`src/vmem_pkg.sv`:
```
// vmem package: address widths, machine-cycle phase and the two decoded word views
package vmem_pkg;

   // one processor word, used for vma and md
   localparam int vma_width = 32;

   // virtual address fields, vma[23:13], vma[12:8] and vma[7:0]
   localparam int l1_index_bits = 11;
   localparam int l2_index_bits = 5;
   localparam int offset_bits = 8;

   // level-1 entry is the level-2 block number
   localparam int l1_entry_bits = 5;

   // physical page number held in a level-2 entry
   localparam int page_bits = 14;

   // page followed by offset, also the wishbone address width
   localparam int phys_adr_bits = page_bits + offset_bits;

   // machine-cycle phase, advanced once per edge unless stalled
   typedef enum logic [1:0] {
      alu,
      write,
      fetch,
      prefetch
   } phase_t;

   // level-2 map entry as it arrives on md
   typedef struct packed {
      logic [7:0] unused;
      logic access;
      logic write;
      logic [7:0] meta;
      logic [page_bits-1:0] page;
   } map_entry_t;

   // md is either bus data or a map entry
   typedef union packed {
      logic [vma_width-1:0] raw;
      map_entry_t map_entry;
   } md_word_u;

   // virtual address split into its table indices
   typedef struct packed {
      logic [7:0] unused;
      logic [l1_index_bits-1:0] l1_index;
      logic [l2_index_bits-1:0] l2_index;
      logic [offset_bits-1:0] offset;
   } vma_adr_t;

   typedef union packed {
      logic [vma_width-1:0] raw;
      vma_adr_t adr;
   } vma_word_u;

endpackage
```
`src/vmem_if.sv`:
```


interface vmem_bus_if;
   import vmem_pkg::*;

   // request side, memrq held until memack or bus_error
   logic memrq;
   logic wrcyc;
   logic [phys_adr_bits-1:0] phys_adr;

   // response side, memack and bus_error are one-cycle pulses
   logic memack;
   logic bus_error;
   logic busy;

   modport ctrl (output memrq, wrcyc, phys_adr, input memack, bus_error, busy);
   modport bus (input memrq, wrcyc, phys_adr, output memack, bus_error, busy);

endinterface

```
`src/vmem_bus.sv`:
```
// vmem bus: wishbone classic master with read capture and ack timeout
`timescale 1ns/1ps

module vmem_bus #(
   parameter int bus_timeout = 16
) (
   input  logic clk,
   input  logic reset,
   vmem_bus_if.bus bus,
   output logic wb_cyc,
   output logic wb_stb,
   output logic wb_we,
   output logic [vmem_pkg::phys_adr_bits-1:0] wb_adr,
   output logic [vmem_pkg::vma_width-1:0] wb_dat_w,
   input  logic [vmem_pkg::vma_width-1:0] wb_dat_r,
   input  logic wb_ack,
   input  vmem_pkg::md_word_u md,
   output vmem_pkg::md_word_u md_read,
   output logic md_valid
);

   localparam int timer_bits = $clog2(bus_timeout + 1);

   logic [timer_bits-1:0] timer;
   logic start;
   logic expired;

   // memrq stays up for a cycle after the end pulse, do not restart on it
   assign start = bus.memrq & ~wb_cyc & ~bus.memack & ~bus.bus_error;
   assign expired = (timer == timer_bits'(bus_timeout - 1));
   assign bus.busy = wb_cyc;

   always_ff @(posedge clk)
   begin
      if (reset)
      begin
         wb_cyc <= 1'b0;
         wb_stb <= 1'b0;
         bus.memack <= 1'b0;
         bus.bus_error <= 1'b0;
         md_valid <= 1'b0;
         timer <= '0;
      end
      else
      begin
         bus.memack <= 1'b0;
         bus.bus_error <= 1'b0;
         md_valid <= 1'b0;
         if (start)
         begin
            wb_cyc <= 1'b1;
            wb_stb <= 1'b1;
            timer <= '0;
         end
         else if (wb_cyc)
         begin
            if (wb_ack)
            begin
               wb_cyc <= 1'b0;
               wb_stb <= 1'b0;
               bus.memack <= 1'b1;
               md_valid <= 1'b1;
            end
            else if (expired)
            begin
               // no slave answered
               wb_cyc <= 1'b0;
               wb_stb <= 1'b0;
               bus.bus_error <= 1'b1;
            end
            else
               timer <= timer + 1'b1;
         end
      end
   end

   // write data follows md while idle and freezes once memrq is up
   always_ff @(posedge clk)
   begin
      if (start)
      begin
         wb_we <= bus.wrcyc;
         wb_adr <= bus.phys_adr;
      end
      if (!wb_cyc && !bus.memrq)
         wb_dat_w <= md.raw;
      if (wb_cyc && wb_ack && !wb_we)
         md_read.raw <= wb_dat_r;
   end

   a_stb_cyc: assert property (@(posedge clk) disable iff (reset)
      wb_stb == wb_cyc);

   a_hold: assert property (@(posedge clk) disable iff (reset)
      wb_cyc && $past(wb_cyc) |-> $stable(wb_adr) && $stable(wb_we) && $stable(wb_dat_w));

endmodule

```
`src/flat_wrapper.sv`:
```
// flat-port wrapper written by rule: the top's interface ports become plain ports
module vmem_bus_flat 
#(
   parameter int bus_timeout = 16
)
  (clk, reset, wb_cyc, wb_stb, wb_we, wb_adr, wb_dat_w, wb_dat_r, wb_ack, md, md_read, md_valid, bus_memrq, bus_wrcyc, bus_phys_adr, bus_memack, bus_bus_error, bus_busy);
  vmem_bus_if bus_i ();
  input  logic clk;
  input  logic reset;
  output logic wb_cyc;
  output logic wb_stb;
  output logic wb_we;
  output logic [vmem_pkg::phys_adr_bits-1:0] wb_adr;
  output logic [vmem_pkg::vma_width-1:0] wb_dat_w;
  input  logic [vmem_pkg::vma_width-1:0] wb_dat_r;
  input  logic wb_ack;
  input  vmem_pkg::md_word_u md;
  output vmem_pkg::md_word_u md_read;
  output logic md_valid;
  input wire logic [$bits(bus_i.memrq)-1:0] bus_memrq;
  input wire logic [$bits(bus_i.wrcyc)-1:0] bus_wrcyc;
  input wire logic [$bits(bus_i.phys_adr)-1:0] bus_phys_adr;
  output wire logic [$bits(bus_i.memack)-1:0] bus_memack;
  output wire logic [$bits(bus_i.bus_error)-1:0] bus_bus_error;
  output wire logic [$bits(bus_i.busy)-1:0] bus_busy;
  assign bus_i.memrq = bus_memrq;
  assign bus_i.wrcyc = bus_wrcyc;
  assign bus_i.phys_adr = bus_phys_adr;
  assign bus_memack = bus_i.memack;
  assign bus_bus_error = bus_i.bus_error;
  assign bus_busy = bus_i.busy;
  vmem_bus #(.bus_timeout(bus_timeout)) u_core (.clk(clk), .reset(reset), .bus(bus_i), .wb_cyc(wb_cyc), .wb_stb(wb_stb), .wb_we(wb_we), .wb_adr(wb_adr), .wb_dat_w(wb_dat_w), .wb_dat_r(wb_dat_r), .wb_ack(wb_ack), .md(md), .md_read(md_read), .md_valid(md_valid));
endmodule
```
`config.mk`:
```
export PLATFORM = sky130hd
export DESIGN_NAME = vmem_bus_flat
export DESIGN_NICKNAME = d
export VERILOG_FILES = /design/src/vmem_pkg.sv /design/src/vmem_if.sv /design/src/vmem_bus.sv /design/src/flat_wrapper.sv
export SDC_FILE = /design/constraint.sdc
export NUM_CORES = 1
export LEC_CHECK = 0
export BUFFER_PORTS_ARGS = -buffer_cell sky130_fd_sc_hd__buf_2
export CELL_PAD_IN_SITES_DETAIL_PLACEMENT = 1
export CELL_PAD_IN_SITES_GLOBAL_PLACEMENT = 1
export CORE_ASPECT_RATIO = 0.5
export CORE_UTILIZATION = 25
export DETAILED_ROUTE_END_ITERATION = 8
export HOLD_SLACK_MARGIN = 0.02
export PLACE_DENSITY_LB_ADDON = 0.08
export SLEW_MARGIN = 20
export SYNTH_ARGS = -nofsm -noshare
export SYNTH_HDL_FRONTEND = slang
export SYNTH_SLANG_ARGS = --single-unit
```
`constraint.sdc`:
```
create_clock -name clk -period 4.6 [get_ports clk]
set_clock_uncertainty 0.15 [all_clocks]
set_input_delay 0.46 -clock clk [delete_from_list [all_inputs] [get_ports clk]]
set_output_delay 0.46 -clock clk [all_outputs]
set_load 0.01 [all_outputs]
```
# [Word-level counts from Yosys, hierarchy flattened]
# Cells that the tools add are included.
[word_totals] reg_bits=96 wordCells=42
[classes] add_sub_neg=1 eq_ne=1 n_mux=10 n_bitwise=8 reduce_logical=13
[ops] operator="$mux W1" n=10
[ops] operator="$add A5 B1 Y5 const B" n=1
[ops] operator="$eq A5 B4 Y1 const B" n=1
[ops] operator="$not A1 Y1" n=5
[ops] operator="$reduce_or A4 Y1" n=1
[ops] operator="$and A1 B1 Y1" n=3
[ops] operator="$logic_and A1 B1 Y1" n=3
[ops] operator="$logic_not A1 Y1" n=3
[ops] operator="$reduce_and A3 Y1" n=1
[ops] operator="$reduce_bool A3 Y1" n=1
[ops] operator="$reduce_or A3 Y1" n=1
[ops] operator="$reduce_and A2 Y1" n=1
[ops] operator="$reduce_bool A2 Y1" n=1
[ops] operator="$reduce_or A2 Y1" n=1

# [Depth between registers and ports, before layout]
[logic_depth] ltp_word=6 mapped_depth=6 depth_no_buf=6

# [Worst setup path after synthesis]
# No wires, ideal clock.
[synth_timing] path_type="reg-to-reg" from="reg u_core.wb_cyc, in the netlist u_core.bus.busy" to="reg u_core.timer[4]" setup_ns=0.135 t_arrival_ns=3.634 required_time_ns=4.315 slack_ns=0.681 stages_incl_launch_ff=4 path_cell_list="dfxtp_1 > nor4b_1 > or2_2 > a211oi_1"
[synth_between] elab_chain_cells=5 elab_cells_between_ends=6
[synth_rtl] element="from (decl)" line_no="vmem_bus.sv:10" rtl="output logic wb_cyc,"
[synth_rtl] element="from (signal assigned)" line_no="vmem_bus.sv:37" rtl="wb_cyc <= 1'b0;"
[synth_rtl] element="from (signal assigned)" line_no="vmem_bus.sv:51" rtl="wb_cyc <= 1'b1;"
[synth_rtl] element="from (signal assigned)" line_no="vmem_bus.sv:59" rtl="wb_cyc <= 1'b0;"
[synth_rtl] element="$not A1 Y1 (no source line)"
[synth_rtl] element="$and A1 B1 Y1 (3 in series)" line_no="vmem_bus.sv:29" rtl="assign start = bus.memrq & ~wb_cyc & ~bus.memack & ~bus.bus_error;"
[synth_rtl] element="via u_core.start" line_no="vmem_bus.sv:25" rtl="logic start;"
[synth_rtl] element="$reduce_or A2 Y1 (no source line)"
[synth_rtl] element="to (signal assigned)" line_no="vmem_bus.sv:72" rtl="timer <= timer + 1'b1;"
[synth_rtl] element="to (decl)" line_no="vmem_bus.sv:24" rtl="logic [timer_bits-1:0] timer;"
# The timed path passes the listed nets, and every way through them passes these cells.
# A chain may end at the register's enable or synchronous reset.

# [Worst setup path after layout]
[layout_timing] from="reg u_core.timer[0]" to="reg u_core.timer[3]"
[layout_between] elab_chain_cells=3 elab_cells_between_ends=4
[layout_rtl] element="$eq A5 B4 Y1" line_no="vmem_bus.sv:30" rtl="assign expired = (timer == timer_bits'(bus_timeout - 1));"
[layout_rtl] element="via u_core.expired" line_no="vmem_bus.sv:26" rtl="logic expired;"
[layout_rtl] element="$not A1 Y1 (no source line)"
[layout_rtl] element="$reduce_and A3 Y1 (no source line)"
# The timed path passes the listed nets, and every way through them passes these cells.

==> impl_results.md <==
- Endpoints failing setup: 0
- Initial antenna violation count: 0
- Hold Fails Final Rpt: 0
- GR Overflow Total: 0
- Ratio of cells with drive above 1 in the final layout: 62.7%
- Root Buffer: clkbuf_16
- Status: finished clean
- Clk slew on worst S/H paths: 0.07 ns
- DRT Wirelength: 6980 µm
- Flop pwr share: 55.9%
- ANT nets after route: 0
- Dpl cell area: 4140 µm²
- CP endpoint kind: register
- Maximum VDD drop: 0.000165 V
- Vias: 1888
- Largest net degree at the start of global routing: 33
- Worst path arrival time: 2.20 ns
- Max Cap Viol: 0
- Crit Path Class: reg2reg
- Final Net Count: 418
- Critical path depth in cells: 6
- CP top delay family: simple AND/OR/NAND/NOR gates
- Maximum clock rate: 0.479 GHz
- CP Buf/Inv Count: 0
- Syn nets: 223
- Top cell by count, worst path: ha_1
- Commonest cells post-synth: edfxtp_1 (87), nor2_1 (10), dfxtp_1 (9)
- Seq/Total Area, Yosys: 92.9%
- HP Class: in2reg
- CTS tree: yes
- Area of the die: 12500 µm²
- Pint: 1.42 mW
- Clock sinks: 96
- Num ports: 184
- CP Launch Type: register
- Syn Inst Count: 130
- Cell taking the most area after synthesis: edfxtp_1
- First-pass GRT wire length: 10400 µm
- Routability cong.: 0.718
- Mapped cell area: 3010 µm²
- Average size of a mapped cell: 23.1 µm²
- Post-synth EDFFs: 87
- Antenna cells: 0
- Post-CTS setup buffer count: 0
- Wire length per cell: 14.3 µm
- Crit path largest cell delay: 0.40 ns
- Largest buffer count on any clock path: 2
- Combinational share of power: 7.0%
- Synth Warn #: 0
- RSZ-0062 raised after global routing: false
- LEAKAGE: 1.82 nW
- Net switching fraction of the power: 21.3%
- Drt first pass iters: 4
- Total Routing Usage GR: 11.4%
- Via density: 3.86
- PD cells: 409 nW/µm²
- Crit path cell chain: ha_1, and3_1, ha_1, or3b_1, or3_1, a21oi_1
- Seq cells post-synth: 96
- Worst Reg2Reg Path Length in Cells: 6
- # resized after CTS: 0
- Fin crit period: 2.09 ns
- Residual DRC: 0
- Initial core utilization: 26.5%
- Fin area: 4410 µm²
- # H-tree levels: 3
- TritonCTS Buffers: 9
- Ys async rst share: 0%
- Chip width: 157 µm
- CP max FO: 5
- Worst Max-Slew Pin Slew: 0.411 ns
- Worst Hold Depth: 1
- Cell types occupying the most area after synthesis: edfxtp_1 (87%), dfxtp_1 (6.0%), nor2_1 (1.2%)
- Area Growth Syn to Fin: 46.8%
- Clock Latency Late Sink: 0.32 ns
- # port buffers: 183
- Critical-path top delay cell: or3b_1
- Core outline area: 11400 µm²
- Final Max Slew Viols: 0
- Vias in the first global route: 2039
- Setup_tns: 0 ns
- Fin crit share: 45.4%
- Dominant synthesized flop cell: edfxtp_1
- Crit path required time: 4.71 ns
- Max-slew headroom: 72.6%
- Initial DRC count: 51
- Cell variety after synth: 21
- CTS Hold Bufs: 0
- Die Height: 79.5 µm
- Clk pwr share: 37.1%
- Row count: 27
- Synth top area share: 86.9%
- Post-DP HPWL: 5410 µm
- Most common cell in the netlist: edfxtp_1
- NetSw: 0.384 mW
-- power by group through the flow --
stage | Combinational (mW) | Sequential, mW | Clock [mW]
after CTS | 0.129 | 1.01 | 0.705
after global placement | 0.126 | 1.03 | 0
after floorplan | 0.0220 | 1.05 | 0
after global routing | 0.138 | 1.01 | 0.734
after detailed placement | 0.129 | 1.03 | 0
final | 0.126 | 1.01 | 0.670
-- area by class of cell --
class                           count  area [µm²]
Clock buffer                        9         225
Clock inverter                      7        48.8
Fill cell                        1234        6940
Inverter                            1        3.75
Multi-Input combinational cell     31         205
Sequential cell                    96        2790
Tap cell                          159         199
Timing Repair Buffer              186         938
-- per-stage QoR --
| step | utilization, % | total power [mW] | cells | hold slack, ns | worst slack [ns] |
|---|---|---|---|---|---|
| finish | 38.9 | 1.81 | 489 | 0.151 | 2.51 |
| global route | 38.9 | 1.89 | 489 | 0.128 | 2.44 |
| CTS | 38.9 | 1.84 | 489 | 0.135 | 2.51 |
| detailed placement | 36.5 | 1.16 | 473 | 0.344 | 2.52 |
| global placement | 36.5 | 1.15 | 473 | 0.326 | 2.56 |
| floorplan | - | 1.07 | 130 | 0.303 | 0.681 |
-- sequential cells by signal, summed over array words and instances, names as in the netlist --
| signal | cells |
|---|---|
| u_core.wb_dat_w | 32 |
| u_core.bus.bus_error | 1 |
| u_core.md_read | 32 |
| u_core.wb_adr | 22 |
| u_core.bus.busy | 1 |
| u_core.wb_stb | 1 |
| u_core.bus.memack | 1 |
| u_core.timer | 5 |
| u_core.wb_we | 1 |
-- logic make-up (layout without fill, tap and decap cells) --
kind of cell / count (synthesis) / after routing / share of synthesized area, %
and+or+nand+nor: 21 / 21 / 3.79
AOI/OAI and AO/OA: 5 / 5 / 0.916
xor gates and xnor gates: 2 / 2 / 0.583
buffers and inverters: 3 / 203 / 0.624
DFF: 96 / 96 / 92.9
muxes: 1 / 1 / 0.333
adders and majority gates: 2 / 2 / 0.833
-- metal layers --
metal | part of all wire, % | GRT usage, %
met1 | 35 | 10.5
met2 | 56 | 22.5
met3 | 8.8 | 4.72
met4 | 0.82 | 3.79
met5 | 0 | 0
-- placed cells by master (no fill, tap or decap), drive strengths merged, types with 2 or more instances in the layout --
master / n
a21oi: 2
buf: 186
clkbuf: 9
clkinv: 3
clkinvlp: 4
dfxtp: 9
edfxtp: 87
ha: 2
nand2: 2
nor2: 10
o21ai: 2
xnor2: 2
-- final timing paths --
check / from / endpoint / slack, ns
worst max register to register: u_core.timer[0] / u_core.timer[3] / 2.51
worst min-delay path: md[9] / u_core.wb_dat_w[9] / 0.15
worst max-delay path: u_core.timer[0] / u_core.timer[3] / 2.51
worst min register to register: u_core.wb_stb / u_core.wb_stb / 0.35
Power figures use the tool's default switching activity.
