File: src/vmem_pkg.sv
// vmem package: address widths, machine-cycle phase and the two decoded word views
package vmem_pkg;

   // one processor word, used for vma and md
   localparam int vma_width = 32;

   // virtual address fields, vma[23:13], vma[12:8] and vma[7:0]
   localparam int l1_index_bits = 11;
   localparam int l2_index_bits = 5;
   localparam int offset_bits = 8;

   // level-1 entry is the level-2 block number
   localparam int l1_entry_bits = 5;

   // physical page number held in a level-2 entry
   localparam int page_bits = 14;

   // page followed by offset, also the wishbone address width
   localparam int phys_adr_bits = page_bits + offset_bits;

   // machine-cycle phase, advanced once per edge unless stalled
   typedef enum logic [1:0] {
      alu,
      write,
      fetch,
      prefetch
   } phase_t;

   // level-2 map entry as it arrives on md
   typedef struct packed {
      logic [7:0] unused;
      logic access;
      logic write;
      logic [7:0] meta;
      logic [page_bits-1:0] page;
   } map_entry_t;

   // md is either bus data or a map entry
   typedef union packed {
      logic [vma_width-1:0] raw;
      map_entry_t map_entry;
   } md_word_u;

   // virtual address split into its table indices
   typedef struct packed {
      logic [7:0] unused;
      logic [l1_index_bits-1:0] l1_index;
      logic [l2_index_bits-1:0] l2_index;
      logic [offset_bits-1:0] offset;
   } vma_adr_t;

   typedef union packed {
      logic [vma_width-1:0] raw;
      vma_adr_t adr;
   } vma_word_u;

endpackage
File: src/vmem_if.sv
// vmem interfaces: map lookup result to ctrl, and bus request between ctrl and bus
`timescale 1ns/1ps

interface vmem_map_if;
   import vmem_pkg::*;

   // permission bits of the current lookup
   logic lvmo_23;
   logic lvmo_22;
   logic [phys_adr_bits-1:0] phys_adr;

   // processor strobes, forwarded with the lookup
   logic memrd;
   logic memwr;
   logic ifetch;

   modport map (output lvmo_23, lvmo_22, phys_adr, memrd, memwr, ifetch);
   modport ctrl (input lvmo_23, lvmo_22, phys_adr, memrd, memwr, ifetch);

endinterface

interface vmem_bus_if;
   import vmem_pkg::*;

   // request side, memrq held until memack or bus_error
   logic memrq;
   logic wrcyc;
   logic [phys_adr_bits-1:0] phys_adr;

   // response side, memack and bus_error are one-cycle pulses
   logic memack;
   logic bus_error;
   logic busy;

   modport ctrl (output memrq, wrcyc, phys_adr, input memack, bus_error, busy);
   modport bus (input memrq, wrcyc, phys_adr, output memack, bus_error, busy);

endinterface

File: src/vmem_ctrl.sv
// vmem control block with the phase sequencer, prepare/start/check chain, permit check and stall
`timescale 1ns/1ps

module vmem_ctrl (
   input  logic clk,
   input  logic reset,
   input  logic lcinc,
   input  logic needfetch,
   vmem_map_if.ctrl map,
   vmem_bus_if.ctrl bus,
   output logic vmaok,
   output logic waiting,
   output vmem_pkg::phase_t phase
);
   import vmem_pkg::*;

   logic memop;
   logic advance;
   logic memprepare;
   logic memstart;
   logic memcheck;
   logic memgo;
   logic memrq;
   logic mbusy;
   logic mfinish;
   logic rdcyc;
   logic wrcyc;
   logic pfr;
   logic pfw;
   logic acc_q;
   logic wr_q;
   logic [phys_adr_bits-1:0] adr_q;

   assign memop = map.memrd | map.memwr | map.ifetch;

   // the whole chain stalls with the machine cycle
   assign advance = ~waiting;

   always_ff @(posedge clk)
   begin
      if (reset)
      begin
         memprepare <= 1'b0;
         memstart <= 1'b0;
         memcheck <= 1'b0;
      end
      else if (advance)
      begin
         memprepare <= (phase == alu || phase == write) ? memop : 1'b0;
         memstart <= (phase != alu) ? memprepare : 1'b0;
         memcheck <= memstart;
      end
   end

   // lookup result held for the check in the next alu phase
   always_ff @(posedge clk)
   begin
      if (advance && memstart)
      begin
         acc_q <= map.lvmo_23;
         wr_q <= map.lvmo_22;
         adr_q <= map.phys_adr;
      end
   end

   // permits
   assign pfr = acc_q & ~wrcyc;
   assign pfw = acc_q & wr_q & wrcyc;

   // last check cycle once the cycle type is known
   assign memgo = memcheck & ~memstart & (pfr | pfw);
   assign memrq = mbusy | memgo;
   assign mfinish = bus.memack | bus.bus_error | reset;

   always_ff @(posedge clk)
   begin
      if (reset)
         vmaok <= 1'b0;
      else if (memcheck && !memstart)
         vmaok <= pfr | pfw;
   end

   always_ff @(posedge clk)
   begin
      if (reset)
      begin
         rdcyc <= 1'b0;
         wrcyc <= 1'b0;
      end
      else if (advance && (phase == fetch || phase == prefetch) && memstart && memcheck)
      begin
         rdcyc <= map.memrd | map.ifetch;
         wrcyc <= map.memwr;
      end
      else if ((!memrq && !memprepare && !memstart) || mfinish)
      begin
         rdcyc <= 1'b0;
         wrcyc <= 1'b0;
      end
   end

   always_ff @(posedge clk)
   begin
      if (mfinish)
         mbusy <= 1'b0;
      else if (memgo)
         mbusy <= 1'b1;
   end

   // ifetch stall when the next instruction is needed
   assign waiting = (memrq & mbusy) | (lcinc & needfetch & mbusy);

   always_ff @(posedge clk)
   begin
      if (reset)
         phase <= alu;
      else if (!waiting)
      begin
         case (phase)
            alu: phase <= write;
            write: phase <= fetch;
            fetch: phase <= prefetch;
            default: phase <= alu;
         endcase
      end
   end

   assign bus.memrq = memrq;
   assign bus.wrcyc = wrcyc;
   assign bus.phys_adr = adr_q;

   a_cyc_onehot: assert property (@(posedge clk) disable iff (reset)
      !(rdcyc && wrcyc));

   a_memrq_held: assert property (@(posedge clk) disable iff (reset)
      memrq && !(bus.memack || bus.bus_error) |=> memrq);

   // bus cycle only inside a request
   a_busy_in_req: assert property (@(posedge clk) disable iff (reset)
      bus.busy |-> mbusy);

endmodule

File: src/flat_wrapper.sv
// flat-port wrapper written by rule: the top's interface ports become plain ports
module vmem_ctrl_flat import vmem_pkg::*;
  (clk, reset, lcinc, needfetch, vmaok, waiting, phase, map_lvmo_23, map_lvmo_22, map_phys_adr, map_memrd, map_memwr, map_ifetch, bus_memrq, bus_wrcyc, bus_phys_adr, bus_memack, bus_bus_error, bus_busy);
  vmem_map_if map_i ();
  vmem_bus_if bus_i ();
  input  logic clk;
  input  logic reset;
  input  logic lcinc;
  input  logic needfetch;
  output logic vmaok;
  output logic waiting;
  output vmem_pkg::phase_t phase;
  input wire logic [$bits(map_i.lvmo_23)-1:0] map_lvmo_23;
  input wire logic [$bits(map_i.lvmo_22)-1:0] map_lvmo_22;
  input wire logic [$bits(map_i.phys_adr)-1:0] map_phys_adr;
  input wire logic [$bits(map_i.memrd)-1:0] map_memrd;
  input wire logic [$bits(map_i.memwr)-1:0] map_memwr;
  input wire logic [$bits(map_i.ifetch)-1:0] map_ifetch;
  output wire logic [$bits(bus_i.memrq)-1:0] bus_memrq;
  output wire logic [$bits(bus_i.wrcyc)-1:0] bus_wrcyc;
  output wire logic [$bits(bus_i.phys_adr)-1:0] bus_phys_adr;
  input wire logic [$bits(bus_i.memack)-1:0] bus_memack;
  input wire logic [$bits(bus_i.bus_error)-1:0] bus_bus_error;
  input wire logic [$bits(bus_i.busy)-1:0] bus_busy;
  assign map_i.lvmo_23 = map_lvmo_23;
  assign map_i.lvmo_22 = map_lvmo_22;
  assign map_i.phys_adr = map_phys_adr;
  assign map_i.memrd = map_memrd;
  assign map_i.memwr = map_memwr;
  assign map_i.ifetch = map_ifetch;
  assign bus_memrq = bus_i.memrq;
  assign bus_wrcyc = bus_i.wrcyc;
  assign bus_phys_adr = bus_i.phys_adr;
  assign bus_i.memack = bus_memack;
  assign bus_i.bus_error = bus_bus_error;
  assign bus_i.busy = bus_busy;
  vmem_ctrl u_core (.clk(clk), .reset(reset), .lcinc(lcinc), .needfetch(needfetch), .map(map_i), .bus(bus_i), .vmaok(vmaok), .waiting(waiting), .phase(phase));
endmodule
File: config.mk
export PLATFORM = sky130hd
export DESIGN_NAME = vmem_ctrl_flat
export DESIGN_NICKNAME = d
export VERILOG_FILES = /design/src/vmem_pkg.sv /design/src/vmem_if.sv /design/src/vmem_ctrl.sv /design/src/flat_wrapper.sv
export SDC_FILE = /design/constraint.sdc
export NUM_CORES = 1
export LEC_CHECK = 0
export BUFFER_PORTS_ARGS = -buffer_cell sky130_fd_sc_hd__buf_2
export CORE_MARGIN = 2
export CORE_UTILIZATION = 40
export CTS_BUF_LIST = sky130_fd_sc_hd__clkbuf_8
export DETAILED_ROUTE_END_ITERATION = 7
export GPL_TIMING_DRIVEN = 0
export MAX_ROUTING_LAYER = met4
export PLACE_DENSITY_LB_ADDON = 0.05
export SYNTH_ARGS = -nofsm -noshare
export SYNTH_HDL_FRONTEND = slang
export SYNTH_SLANG_ARGS = --single-unit
File: constraint.sdc
create_clock -name clk -period 2.1 [get_ports clk]
set_clock_uncertainty 0.05 [all_clocks]
set_input_delay 0.21 -clock clk [delete_from_list [all_inputs] [get_ports clk]]
set_output_delay 0.21 -clock clk [all_outputs]
set_load 0.01 [all_outputs]
After elaboration in Yosys (flattened, before gate mapping)
Cells that the tools add are included.

storage, ports and cells
  memory bits (writable) = 0
  bits in registers = 32
  latch bits = 0
  memories = 0
  memory bits (read-only) = 0
  logic and storage cells = 52

cells by class
  reduce and logical (&&, ||, !) cells = 16
  order comparisons = 0
  multipliers = 0
  shift-type cells = 0
  add/subtract/negate cells = 0
  multiplexer cells = 5
  div/mod/pow operators = 0
  equality and inequality tests = 3
  bitwise logic cells = 18

operator list
  cell                                                                    count
  1-bit bitwise AND                                                       8
  1-bit logical AND                                                       7
  1-bit OR                                                                7
  2-bit case mux with 3 select lines                                      1
  2-bit equality test (second input constant)                             2
  1-bit two-way mux                                                       4
  2-bit nonzero test                                                      2
  1-bit logical NOT                                                       3
  1-bit logical OR                                                        3
  1-bit NOT                                                               3
  2-bit by 1-bit equality test with 1-bit output (second input constant)  1
  2-bit logical NOT                                                       1

Longest topological paths before layout
Gate-level depths: netlist of run 1.

  word-level depth = 12
  gate-level depth with buffers = 5
  mapped depth without buffers = 5

Worst setup path before layout of run 1
No wires, ideal clock.

  path type = reg2reg
  start point = reg u_core.mbusy
  end point = reg u_core.acc_q (enable)
  cell stages (with the launch flop) = 4
  arrival time = 1.094 ns
  clock period less this slack = 1.523 ns
  required time = 1.671 ns
  setup slack = 0.577 ns
  cell sequence = dfxtp_1 > buf_6 > nand2b_1 > inv_1

between the ends
  word-level cells in the longest chain between the ends = 5

ends and longest elaborated chain
  item                    line              source
  start, declared         vmem_ctrl.sv:24   logic mbusy;
  start signal, assigned  vmem_ctrl.sv:105  mbusy <= 1'b0;
  start signal, assigned  vmem_ctrl.sv:107  mbusy <= 1'b1;
  1-bit OR                vmem_ctrl.sv:72   assign memrq = mbusy | memgo;
  1-bit bitwise AND       vmem_ctrl.sv:111  assign waiting = (memrq & mbusy) | (lcinc & needfetch & mbusy);
  1-bit OR (*)            vmem_ctrl.sv:111
  1-bit NOT (*)           vmem_ctrl.sv:37   assign advance = ~waiting;
  1-bit logical AND (*)   vmem_ctrl.sv:58   if (advance && memstart)
  end signal, assigned    vmem_ctrl.sv:60   acc_q <= map.lvmo_23;
  end, declared           vmem_ctrl.sv:30   logic acc_q;

Mark *: on every way between the ends. The rest lies on a longest branch, timed or not.
A chain may end at the register's enable or synchronous reset.

Worst setup path in the final report of run 1
  start point = reg u_core.mbusy
  end point = reg u_core.adr_q[3], in the netlist u_core.bus.phys_adr[3] (enable)

between the ends
  word-level cells in the longest chain between the ends = 5

ends and longest elaborated chain
  item                   line              source
  1-bit OR               vmem_ctrl.sv:72
  1-bit bitwise AND      vmem_ctrl.sv:111
  1-bit OR (*)           vmem_ctrl.sv:111
  1-bit NOT (*)          vmem_ctrl.sv:37
  1-bit logical AND (*)  vmem_ctrl.sv:58
  end signal, assigned   vmem_ctrl.sv:62   adr_q <= map.phys_adr;
  end, declared          vmem_ctrl.sv:32   logic [phys_adr_bits-1:0] adr_q;

Marks and branches as above.

==> impl_results.md, run 1 <==
- Hold buffers post-CTS: 0
- NumNets Final: 178
- Final setup violating endpoints: 0
- Final instance area: around 1600 um^2
- Final wirelength: 1950 um
- CP Buf/Inv Count: 2
- Setup TNS: 0 ns
- I/O pins: 62
- Synth Area in Compound Gates: roughly 5.9%
- Core outline area: roughly 2800 um^2
- Synth Cell Area: roughly 1200 um^2
- DRC Markers: 0
- Largest stage delay, worst path: between 0.6 and 0.7 ns
- Most frequent cell after synthesis: edfxtp_1
- Cts bufs inserted: 5
- Fmax: 587 MHz
- Clk_lat worst skew: between 0.2 and 0.3 ns
- Final hold vios: 0
- DR vias/cell: 4.67
- Ys Warns: 0
- Share of post-route cells with drive strength above 1: between 40% and 50%
- Top delay family on crit path: buffers and inverters
- Synth Area in Adders: 5.41%
- Vias: around 800
- Worst Max-Slew Pin Slew: 0.849 ns
- Pleak: ~0.70 nW
- DP HPWL: 1480 um
- Final worst path period share: between 80% and 90%
- Relative slew slack: a little over two fifths
- Cells after Synth: 75
- DR pass1 iterations: 4
- Initial antenna violation count: 0
- PortBufs: 57
- CTS max path bufs: 2
- GR Util All Layers: between 10% and 20%
- Sequential area share after synthesis: between 70 and 80%
- Simple-gate share of the synthesized area: 7.89%
- RePlAce Congestion: 0.755
- Clock-pin slew on the worst setup and hold paths: approximately 0.06 ns
- Status: finished, final reports clean
- Post-synth ARST share: 0%
- Routed WL per cell: roughly 11 um
- Distinct cells, synth: 24
- Worst EP arrival: approximately 1.6 ns
- Initial Utilization: between 40% and 50%
- Syn_nets: roughly 110
- Post-CTS sizing: 0
- H-tree depth: 2
- CP required: between 1.5 and 2 ns
- EDFF count, synth: 24
- Num rows: 19
- Synth top area cells: edfxtp_1 (62%), dfxtp_1 (14%), ha_1 (5.4%), a21oi_1 (2.2%), inv_1 (1.6%)
- Largest family of logic cells by synthesized area: simple AND/OR/NAND/NOR gates
- Commonest register cell after synthesis: edfxtp_1
- Tmin final: 1.70 ns
- Xor/xnor share of the synthesized area: 0%
- Vias in the first global route: just over 700
- Post-synth top area cell: edfxtp_1
- CP max FO: 24
- Clk sinks: 32
- Final Max Tran Viols: 0
- Largest net degree at the start of global routing: 25
- TritonCTS clock tree: done
- CP endpoint kind: register
- Placed Instance Area: 1480 um^2
- Ant. Diodes: 0
- Syn Area/Cell: between 15 and 20 um^2
- Post-synth top cells: edfxtp_1 (24), dfxtp_1 (8)
- Worst hold path class: in -> reg
- Post-route ant nets: 0
- Root buf cell: clkbuf_8
- Die height: 57.8 um
- Slowest library cell on the worst path: inv_1
- Cell Pwr Density: roughly 1000 nW/um^2
- Critical path class: reg -> reg
- Max Cap Violations: 0
- Worst VDD drop: just under 700 uV
- Post-CTS Setup Inserts: 0
- RSZ-0062 raised after global routing: false
- CP Launch Type: register
- Layout area overhead: 37.3%
- Grt total ovfl: 0
- Die area: ~3300 um^2
- Synth Register Bits: 32
- Cell Chain, Critical Path: buf_6 > nand2b_1 > inv_1
- Die X-Extent: between 50 and 60 um
- Synth top area share: between 60% and 70%
- Mux share of post-synthesis cell area: less than 1%
- 1st-iter DRT viols: 5
- First-pass GRT wire length: between 2000 and 3000 um
==> final cells by class <==
cell class / instances / area (um^2)
Fill cell: 246 / 1170
Sequential cell: 32 / 881
Timing Repair Buffer: 57 / 285
Multi-Input combinational cell: 35 / 233
Clock buffer: 5 / 68.8
Clock inverter: 3 / 38.8
Tap cell: 31 / 38.8
Buffer: 3 / 25.0
Inverter: 5 / 18.8
==> placed cells by master (no fill, tap or decap) <==
master and n:
buf_2 57, edfxtp_1 24, dfxtp_1 8, inv_1 6, nand2_1 5, a21oi_1 5
ha_1 5, clkbuf_8 5, nand2b_1 3, nor2_1 3, or3_1 2, dlygate4sd3_1 1
buf_6 1, nor2b_1 1, nand3_1 1, clkbuf_1 1, nor3b_1 1, o32a_1 1
mux2i_1 1, nor3_1 1, a21boi_0 1, a31oi_1 1, o21ai_0 1, o211ai_1 1
nor4_1 1, o21bai_1 1, bufinv_16 1, clkinv_2 1
==> metrics by stage <==
| stage | setup WS, ns | power (W) | std cells | utilization [%] | hold WS, ns |
|---|---|---|---|---|---|
| after global routing | 0.256 | 0.00176 | 171 | 57.6 | 0.0461 |
| after CTS | 0.358 | 0.00169 | 171 | 57.6 | 0.0501 |
| final | 0.395 | 0.00167 | 171 | 57.6 | 0.0599 |
| after floorplan | 0.577 | 0.00101 | 75 | - | 0.259 |
| after global placement | 0.397 | 0.00113 | 163 | 53.7 | 0.337 |
| after detailed placement | 0.363 | 0.00114 | 163 | 53.7 | 0.338 |
==> routing by layer <==
metal  wire (um)  vias to the layer above  GRT usage (%)  share of wire [%]
met5           0                        -              -                  0
met4          31                        0           5.98                1.6
met3         172                        5           5.58                8.8
met2         935                       37           19.3                 48
met1         808                      362           13.9                 41
li1            -                      395              -                  -
==> registers in the layout, summed over array words and instances, names as in the netlist <==
signal / cells
u_core.acc_q: 1
u_core.bus.phys_adr: 22
u_core.bus.wrcyc: 1
u_core.mbusy: 1
u_core.memcheck: 1
u_core.memprepare: 1
u_core.memstart: 1
u_core.phase: 2
u_core.vmaok: 1
u_core.wr_q: 1
==> power breakdown <==
group	leakage [nW]	switching [W]	internal, W
clock network	0.0593	0.000200	0.000346
registers	0.283	0.0000476	0.000779
logic	0.360	0.000159	0.000134
total	0.703	0.000406	0.00126
==> logic make-up (layout without fill, tap and decap cells) <==
logic type / count (synthesis) / in the layout
AND/OR/NAND/NOR: 18 / 18
buffers and inverters: 8 / 73
multiplexers: 1 / 1
flip-flops: 32 / 32
AO/OA/AOI/OAI: 11 / 11
adder cells (fa/ha/maj): 5 / 5
==> final timing paths <==
kind | to | from | cells past startpoint | slack [ns]
setup / recovery | u_core.bus.phys_adr[3] | u_core.mbusy | 3 | 0.40
hold / removal | u_core.bus.phys_adr[19] | map_phys_adr[19] | 1 | 0.06
setup reg to reg | u_core.bus.phys_adr[3] | u_core.mbusy | 3 | 0.40
hold reg to reg | u_core.vmaok | u_core.vmaok | 2 | 0.42
Power figures use the tool's default switching activity.
==> run 2: changes to the inputs <==
Clock period 2.1 ns to 1.6 ns, I/O delays scaled along.
==> impl_results.md, run 2 (synthesis results as in run 1) <==
- Hold Path Depth: 1 (unchanged)
- Largest stage delay, worst path: 0.54 ns (-0.10 ns)
- Root buf cell: clkbuf_8
- Share of post-route cells with drive strength above 1: 46.6% (+0.19 points)
- Vias in the first global route: 728 (+0.83%)
- R2R Setup Slk: 0.22 ns (-0.18 ns)
- Final worst path period share: approximately 90%
- DR vias/cell: 4.65 (-0.52%)
- RePlAce Congestion: 0.755 (unchanged)
- DP HPWL: 1480 um (unchanged)
- Hold slack: 0.0110 ns (-0.0489 ns)
- Status: finished, final reports clean
- Worst EP arrival: 1.27 ns (-0.28 ns)
- Clock power share: 32.3% (-0.5 points)
- RSZ-0062 raised after global routing: false
- Hold EP: u_core.bus.phys_adr[16]
- Final Max Tran Viols: 0 (unchanged)
- Register area: 881 um^2 (unchanged)
- Slowest library cell on the worst path: dlygate4sd3_1
- Top delay family on crit path: buffers and inverters
- Leading cell type in the layout, fill and taps excluded: buf_2
- I/O pins: 62 (unchanged)
- CP required: 1.39 ns (-0.56 ns)
- Post-route ant nets: 0 (unchanged)
- CP endpoint kind: primary output
- Psw: 0.000546 W (+34%)
- PortBufs: 57 (unchanged)
- Vias: 832 (+4.1%)
- Commonest non-fill, non-tap cells in the layout: buf_2 (57), edfxtp_1 (24), dfxtp_1 (8)
- Final wirelength: 2060 um (+5.8%)
- Max Cap Violations: 0 (unchanged)
- Combinational fraction of design power: 18.8% (+1.2 points)
- Power, Total: 0.00222 W (+33%)
- Cts bufs inserted: 5 (unchanged)
- Final core occ: 60.6% (+2.9 points)
- CTS max path bufs: 2 (unchanged)
- NumNets Final: 186 (+4.5%)
- H-tree depth: 2 (unchanged)
- Internal Power: 0.00167 W (+33%)
- Core outline area: 2760 um^2 (unchanged)
- Num rows: 19 (unchanged)
- Reg2reg path depth: 5 (+2)
- Final setup violating endpoints: 0 (unchanged)
- Die area: 3340 um^2 (unchanged)
- Tmin final: 1.48 ns
- DRC Markers: 0 (unchanged)
- Placed Instance Area: 1480 um^2 (unchanged)
- RR Startpoint: u_core.phase[0]
- Routed WL per cell: 11.5 um (+1.1%)
- Cell Pwr Density: 1330 nW/um^2 (+27%)
- DR pass1 iterations: 4 (unchanged)
- TritonCTS clock tree: done
- Seq pwr share: 48.9% (-0.7 points)
- Die X-Extent: 57.8 um (unchanged)
- Reg2reg end: u_core.bus.wrcyc
- Switch share: 24.7% (+0.27 points)
- Clock-pin slew on the worst setup and hold paths: 0.06 ns (about the same)
- Grt total ovfl: 0 (unchanged)
- Worst Max-Slew Pin Slew: 0.346 ns (-0.503 ns)
- Layout area overhead: 44.3%
- Clk sinks: 32 (unchanged)
- CP Buf/Inv Count: 2 (unchanged)
- Hold path startpoint: map_phys_adr[16]
- Cell Chain, Critical Path: dlygate4sd3_1 > buf_2
- Largest net degree at the start of global routing: 13 (-48%)
- Fmax: about 680 MHz
- Worst hold path class: in -> reg
- Die height: 57.8 um (unchanged)
- FILL cells: 239 (-2.8%)
- Max FFs per register: 22 (unchanged)
- Initial antenna violation count: 0 (unchanged)
- CP max FO: 2 (-92%)
- Final hold vios: 0 (unchanged)
- Critical path class: reg -> out
- Multi-input gate area: 235 um^2 (+1.1%)
- Setup TNS: 0 ns (unchanged)
- First-pass GRT wire length: 3020 um (+2.6%)
- GR Util All Layers: 12.9% (+0.39 points)
- Initial Utilization: 42.0% (unchanged)
- Final instance area: 1670 um^2 (+5.1%)
- Ant. Diodes: 0 (unchanged)
- 1st-iter DRT viols: 5 (unchanged)
- Pleak: 0.724 nW (+3.0%)
- CP Launch Type: register
- Relative slew slack: 77.0% (+34 points)
- Clk_lat worst skew: 0.27 ns (about the same)
- Worst VDD drop: 953 uV (+39%)
==> run 2: cell type report <==
cell class,instances,area share (%)
Clock buffer,5,4.12
Timing Repair inverter,1,0.449
Inverter,5,1.35
Timing Repair Buffer,64,21.1
Clock inverter,3,2.32
Tap cell,31,2.32
Sequential cell,32,52.7
Multi-Input combinational cell,35,14.1
Buffer,3,1.50
==> run 2: worst max path at each step <==
stage                     slack, ns                 endpoint         start  depth (start not counted)
final                          0.12                  waiting  u_core.mbusy                          2
after global routing           0.05                  waiting  u_core.mbusy                          2
after global placement        -0.10   u_core.bus.phys_adr[0]  u_core.mbusy                          3
after floorplan                0.08             u_core.acc_q  u_core.mbusy                          3
after CTS                      0.07  u_core.bus.phys_adr[18]  u_core.mbusy                          3
after detailed placement      -0.14  u_core.bus.phys_adr[20]  u_core.mbusy                          3
==> run 2: timing repair <==
action,4_1_cts,5_1_grt
hold buffers,0,6
resized for setup,2,1
endpoints found under the hold margin,0,6
endpoints found under the setup margin,24,24
setup buffers,0,1
cloned,1,0
==> run 2: power by group through the flow <==
stage	Combinational [W]	Clock (W)	Sequential, W
floorplan	0.000194	0	0.00114
global placement	0.000385	0	0.00110
detailed placement	0.000388	0	0.00110
CTS	0.000401	0.000741	0.00109
global route	0.000465	0.000776	0.00110
finish	0.000416	0.000716	0.00108
==> run 2: routing by layer <==
| layer | GRT usage (%) | up-vias | part of all wire (%) |
|---|---|---|---|
| met5 | - | - | 0 |
| met4 | 5.98 | 0 | 1.5 |
| met3 | 5.80 | 5 | 9.0 |
| met2 | 19.8 | 38 | 46 |
| met1 | 14.5 | 376 | 43 |
| li1 | - | 413 | - |
==> run 2: per-stage QoR <==
step / cells / setup WS, ns
floorplan: 75 / 0.0774
global placement: 163 / -0.103
detailed placement: 163 / -0.137
finish: 179 / 0.122
global route: 179 / 0.0456
CTS: 172 / 0.0652
==> run 3: changes to the inputs <==
Settings changed: REMOVE_ABC_BUFFERS set to 1.
Clock period 1.6 ns to 1.76 ns, I/O delays scaled along.
==> impl_results.md, run 3 (synthesis results as in run 1) <==
- Reg2reg path depth: 2 (-3)
- Cts bufs inserted: 5 (unchanged)
- Max Cap Violations: 0 (unchanged)
- Grt total ovfl: 0 (unchanged)
- Post-CTS sizing: 2 (unchanged)
- Root buf cell: clkbuf_8
- RR Startpoint: u_core.mbusy
- Final setup violating endpoints: 0 (unchanged)
- R2R Setup Slk: 0.14 ns (-0.08 ns)
- Worst EP arrival: 1.52 ns (+0.25 ns)
- Routed WL per cell: 12.3 um (+6.7%)
- Fmax: between 600 and 700 MHz
- Num rows: 19 (unchanged)
- Status: finished, final reports clean
- Clock-pin slew on the worst setup and hold paths: 0.06 ns (about the same)
- Clk sinks: 32 (unchanged)
- 1st-iter DRT viols: 14 (+9)
- Final wirelength: 2080 um (+0.73%)
- Final core occ: 56.2% (-4.4 points)
- Worst Setup SP: u_core.mbusy
- Setup TNS: 0 ns (unchanged)
- DR pass1 iterations: 4 (unchanged)
- PortBufs: 58 (+1.8%)
- Reg2reg end: u_core.wr_q
- CP Launch Type: register
- RSZ-0062 raised after global routing: false
- CP max FO: 12 (+10)
- Vias: 778 (-6.5%)
- Share of post-route cells with drive strength above 1: 47.1% (+0.48 points)
- Relative slew slack: 76.4% (-0.54 points)
- Worst hold path class: in -> reg
- Initial Utilization: 42.0% (unchanged)
- Worst VDD drop: 707 uV (-26%)
- NumNets Final: 177 (-4.8%)
- Clk_lat worst skew: 0.27 ns (about the same)
- DRC Markers: 0 (unchanged)
- CP endpoint kind: register
- Commonest non-fill, non-tap cells in the layout: buf_2 (58), edfxtp_1 (24), dfxtp_1 (8)
- Tmin final: about 1.6 ns
- DP HPWL: 1470 um (-0.84%)
- Final hold vios: 0 (unchanged)
- Final worst path period share: just over 90%
- DR vias/cell: 4.60 (-0.96%)
- Die area: 3340 um^2 (unchanged)
- Critical path class: reg -> reg
- Initial antenna violation count: 0 (unchanged)
- Max FFs per register: 22 (unchanged)
- Leading cell type in the layout, fill and taps excluded: buf_2
- Hold slack: 0.0243 ns (+0.0134 ns)
- Post-CTS Setup Inserts: 0 (unchanged)
- FILL cells: 257 (+7.5%)
- Worst Max-Slew Pin Slew: 0.353 ns (+0.00768 ns)
- CP required: 1.65 ns (+0.26 ns)
- CTS max path bufs: 2 (unchanged)
- Cell Pwr Density: 1180 nW/um^2 (-11%)
- Pleak: 0.670 nW (-7.4%)
- Die X-Extent: 57.8 um (unchanged)
- Final instance area: 1550 um^2 (-7.3%)
- First-pass GRT wire length: 3270 um (+8.2%)
- TritonCTS clock tree: done
- Largest net degree at the start of global routing: 13 (unchanged)
- Worst setup endpoint: u_core.wr_q
- GR Util All Layers: 14.0% (+1.1 points)
- Vias in the first global route: 808 (+11%)
- Hold buffers post-CTS: 0 (unchanged)
- Post-route ant nets: 0 (unchanged)
- I/O pins: 62 (unchanged)
- RePlAce Congestion: 0.814 (+7.8%)
- Final Max Tran Viols: 0 (unchanged)
- Placed Instance Area: 1460 um^2 (-1.4%)
- Ant. Diodes: 0 (unchanged)
- Layout area overhead: 33.8%
- Die height: 57.8 um (unchanged)
- H-tree depth: 2 (unchanged)
- Power, Total: 0.00183 W (-18%)
- Core outline area: 2760 um^2 (unchanged)
## run 3: metal layers
metal	vias to the layer above	track usage, %	wire length, um	share of wire (%)
li1	393	-	-	-
met1	349	14.3	803	39
met2	34	22.7	1070	52
met3	2	7.59	187	9.0
met4	0	4.98	10	0.48
met5	-	-	0	0
## run 3: report_power, final
group          leakage (nW)  switching (W)  total (W)  internal [W]
logic                 0.340       0.000198   0.000360      0.000162
clock network        0.0466       0.000224   0.000483      0.000259
registers             0.283      0.0000552   0.000983      0.000928
## run 3: how the worst min path moves through the flow
stage | startpoint | to | slack, ns | cells past startpoint
2_1_floorplan | reset | u_core.memcheck | 0.20 | 1
3_5_place_dp | map_phys_adr[3] | u_core.bus.phys_adr[3] | 0.30 | 1
5_1_grt | map_phys_adr[2] | u_core.bus.phys_adr[2] | 0.005 | 1
3_3_place_gp | map_phys_adr[18] | u_core.bus.phys_adr[18] | 0.30 | 1
6_report | map_phys_adr[2] | u_core.bus.phys_adr[2] | 0.02 | 1
4_1_cts | map_phys_adr[14] | u_core.bus.phys_adr[14] | 0.01 | 1
## run 3: layout make-up
type	count	area [um^2]	area share [%]
Inverter	5	22.5	1.45
Timing Repair Buffer	58	290	18.7
Multi-Input combinational cell	35	233	15.0
Clock buffer	5	68.8	4.44
Sequential cell	32	881	56.9
Tap cell	31	38.8	2.50
Timing Repair inverter	1	7.51	0.485
Clock inverter	2	7.51	0.485
## run 3: worst max-delay path: stages (launching register included)
cell and delay (ns):
dfxtp_1 0.53, nand2b_1 0.36, clkinvlp_4 0.36
## run 3: stage by stage
stage	cells	setup slack, ns
detailed placement	161	-0.0304
CTS	169	0.111
finish	169	0.136
global route	169	0.0281
global placement	161	0.0133
floorplan	72	0.219
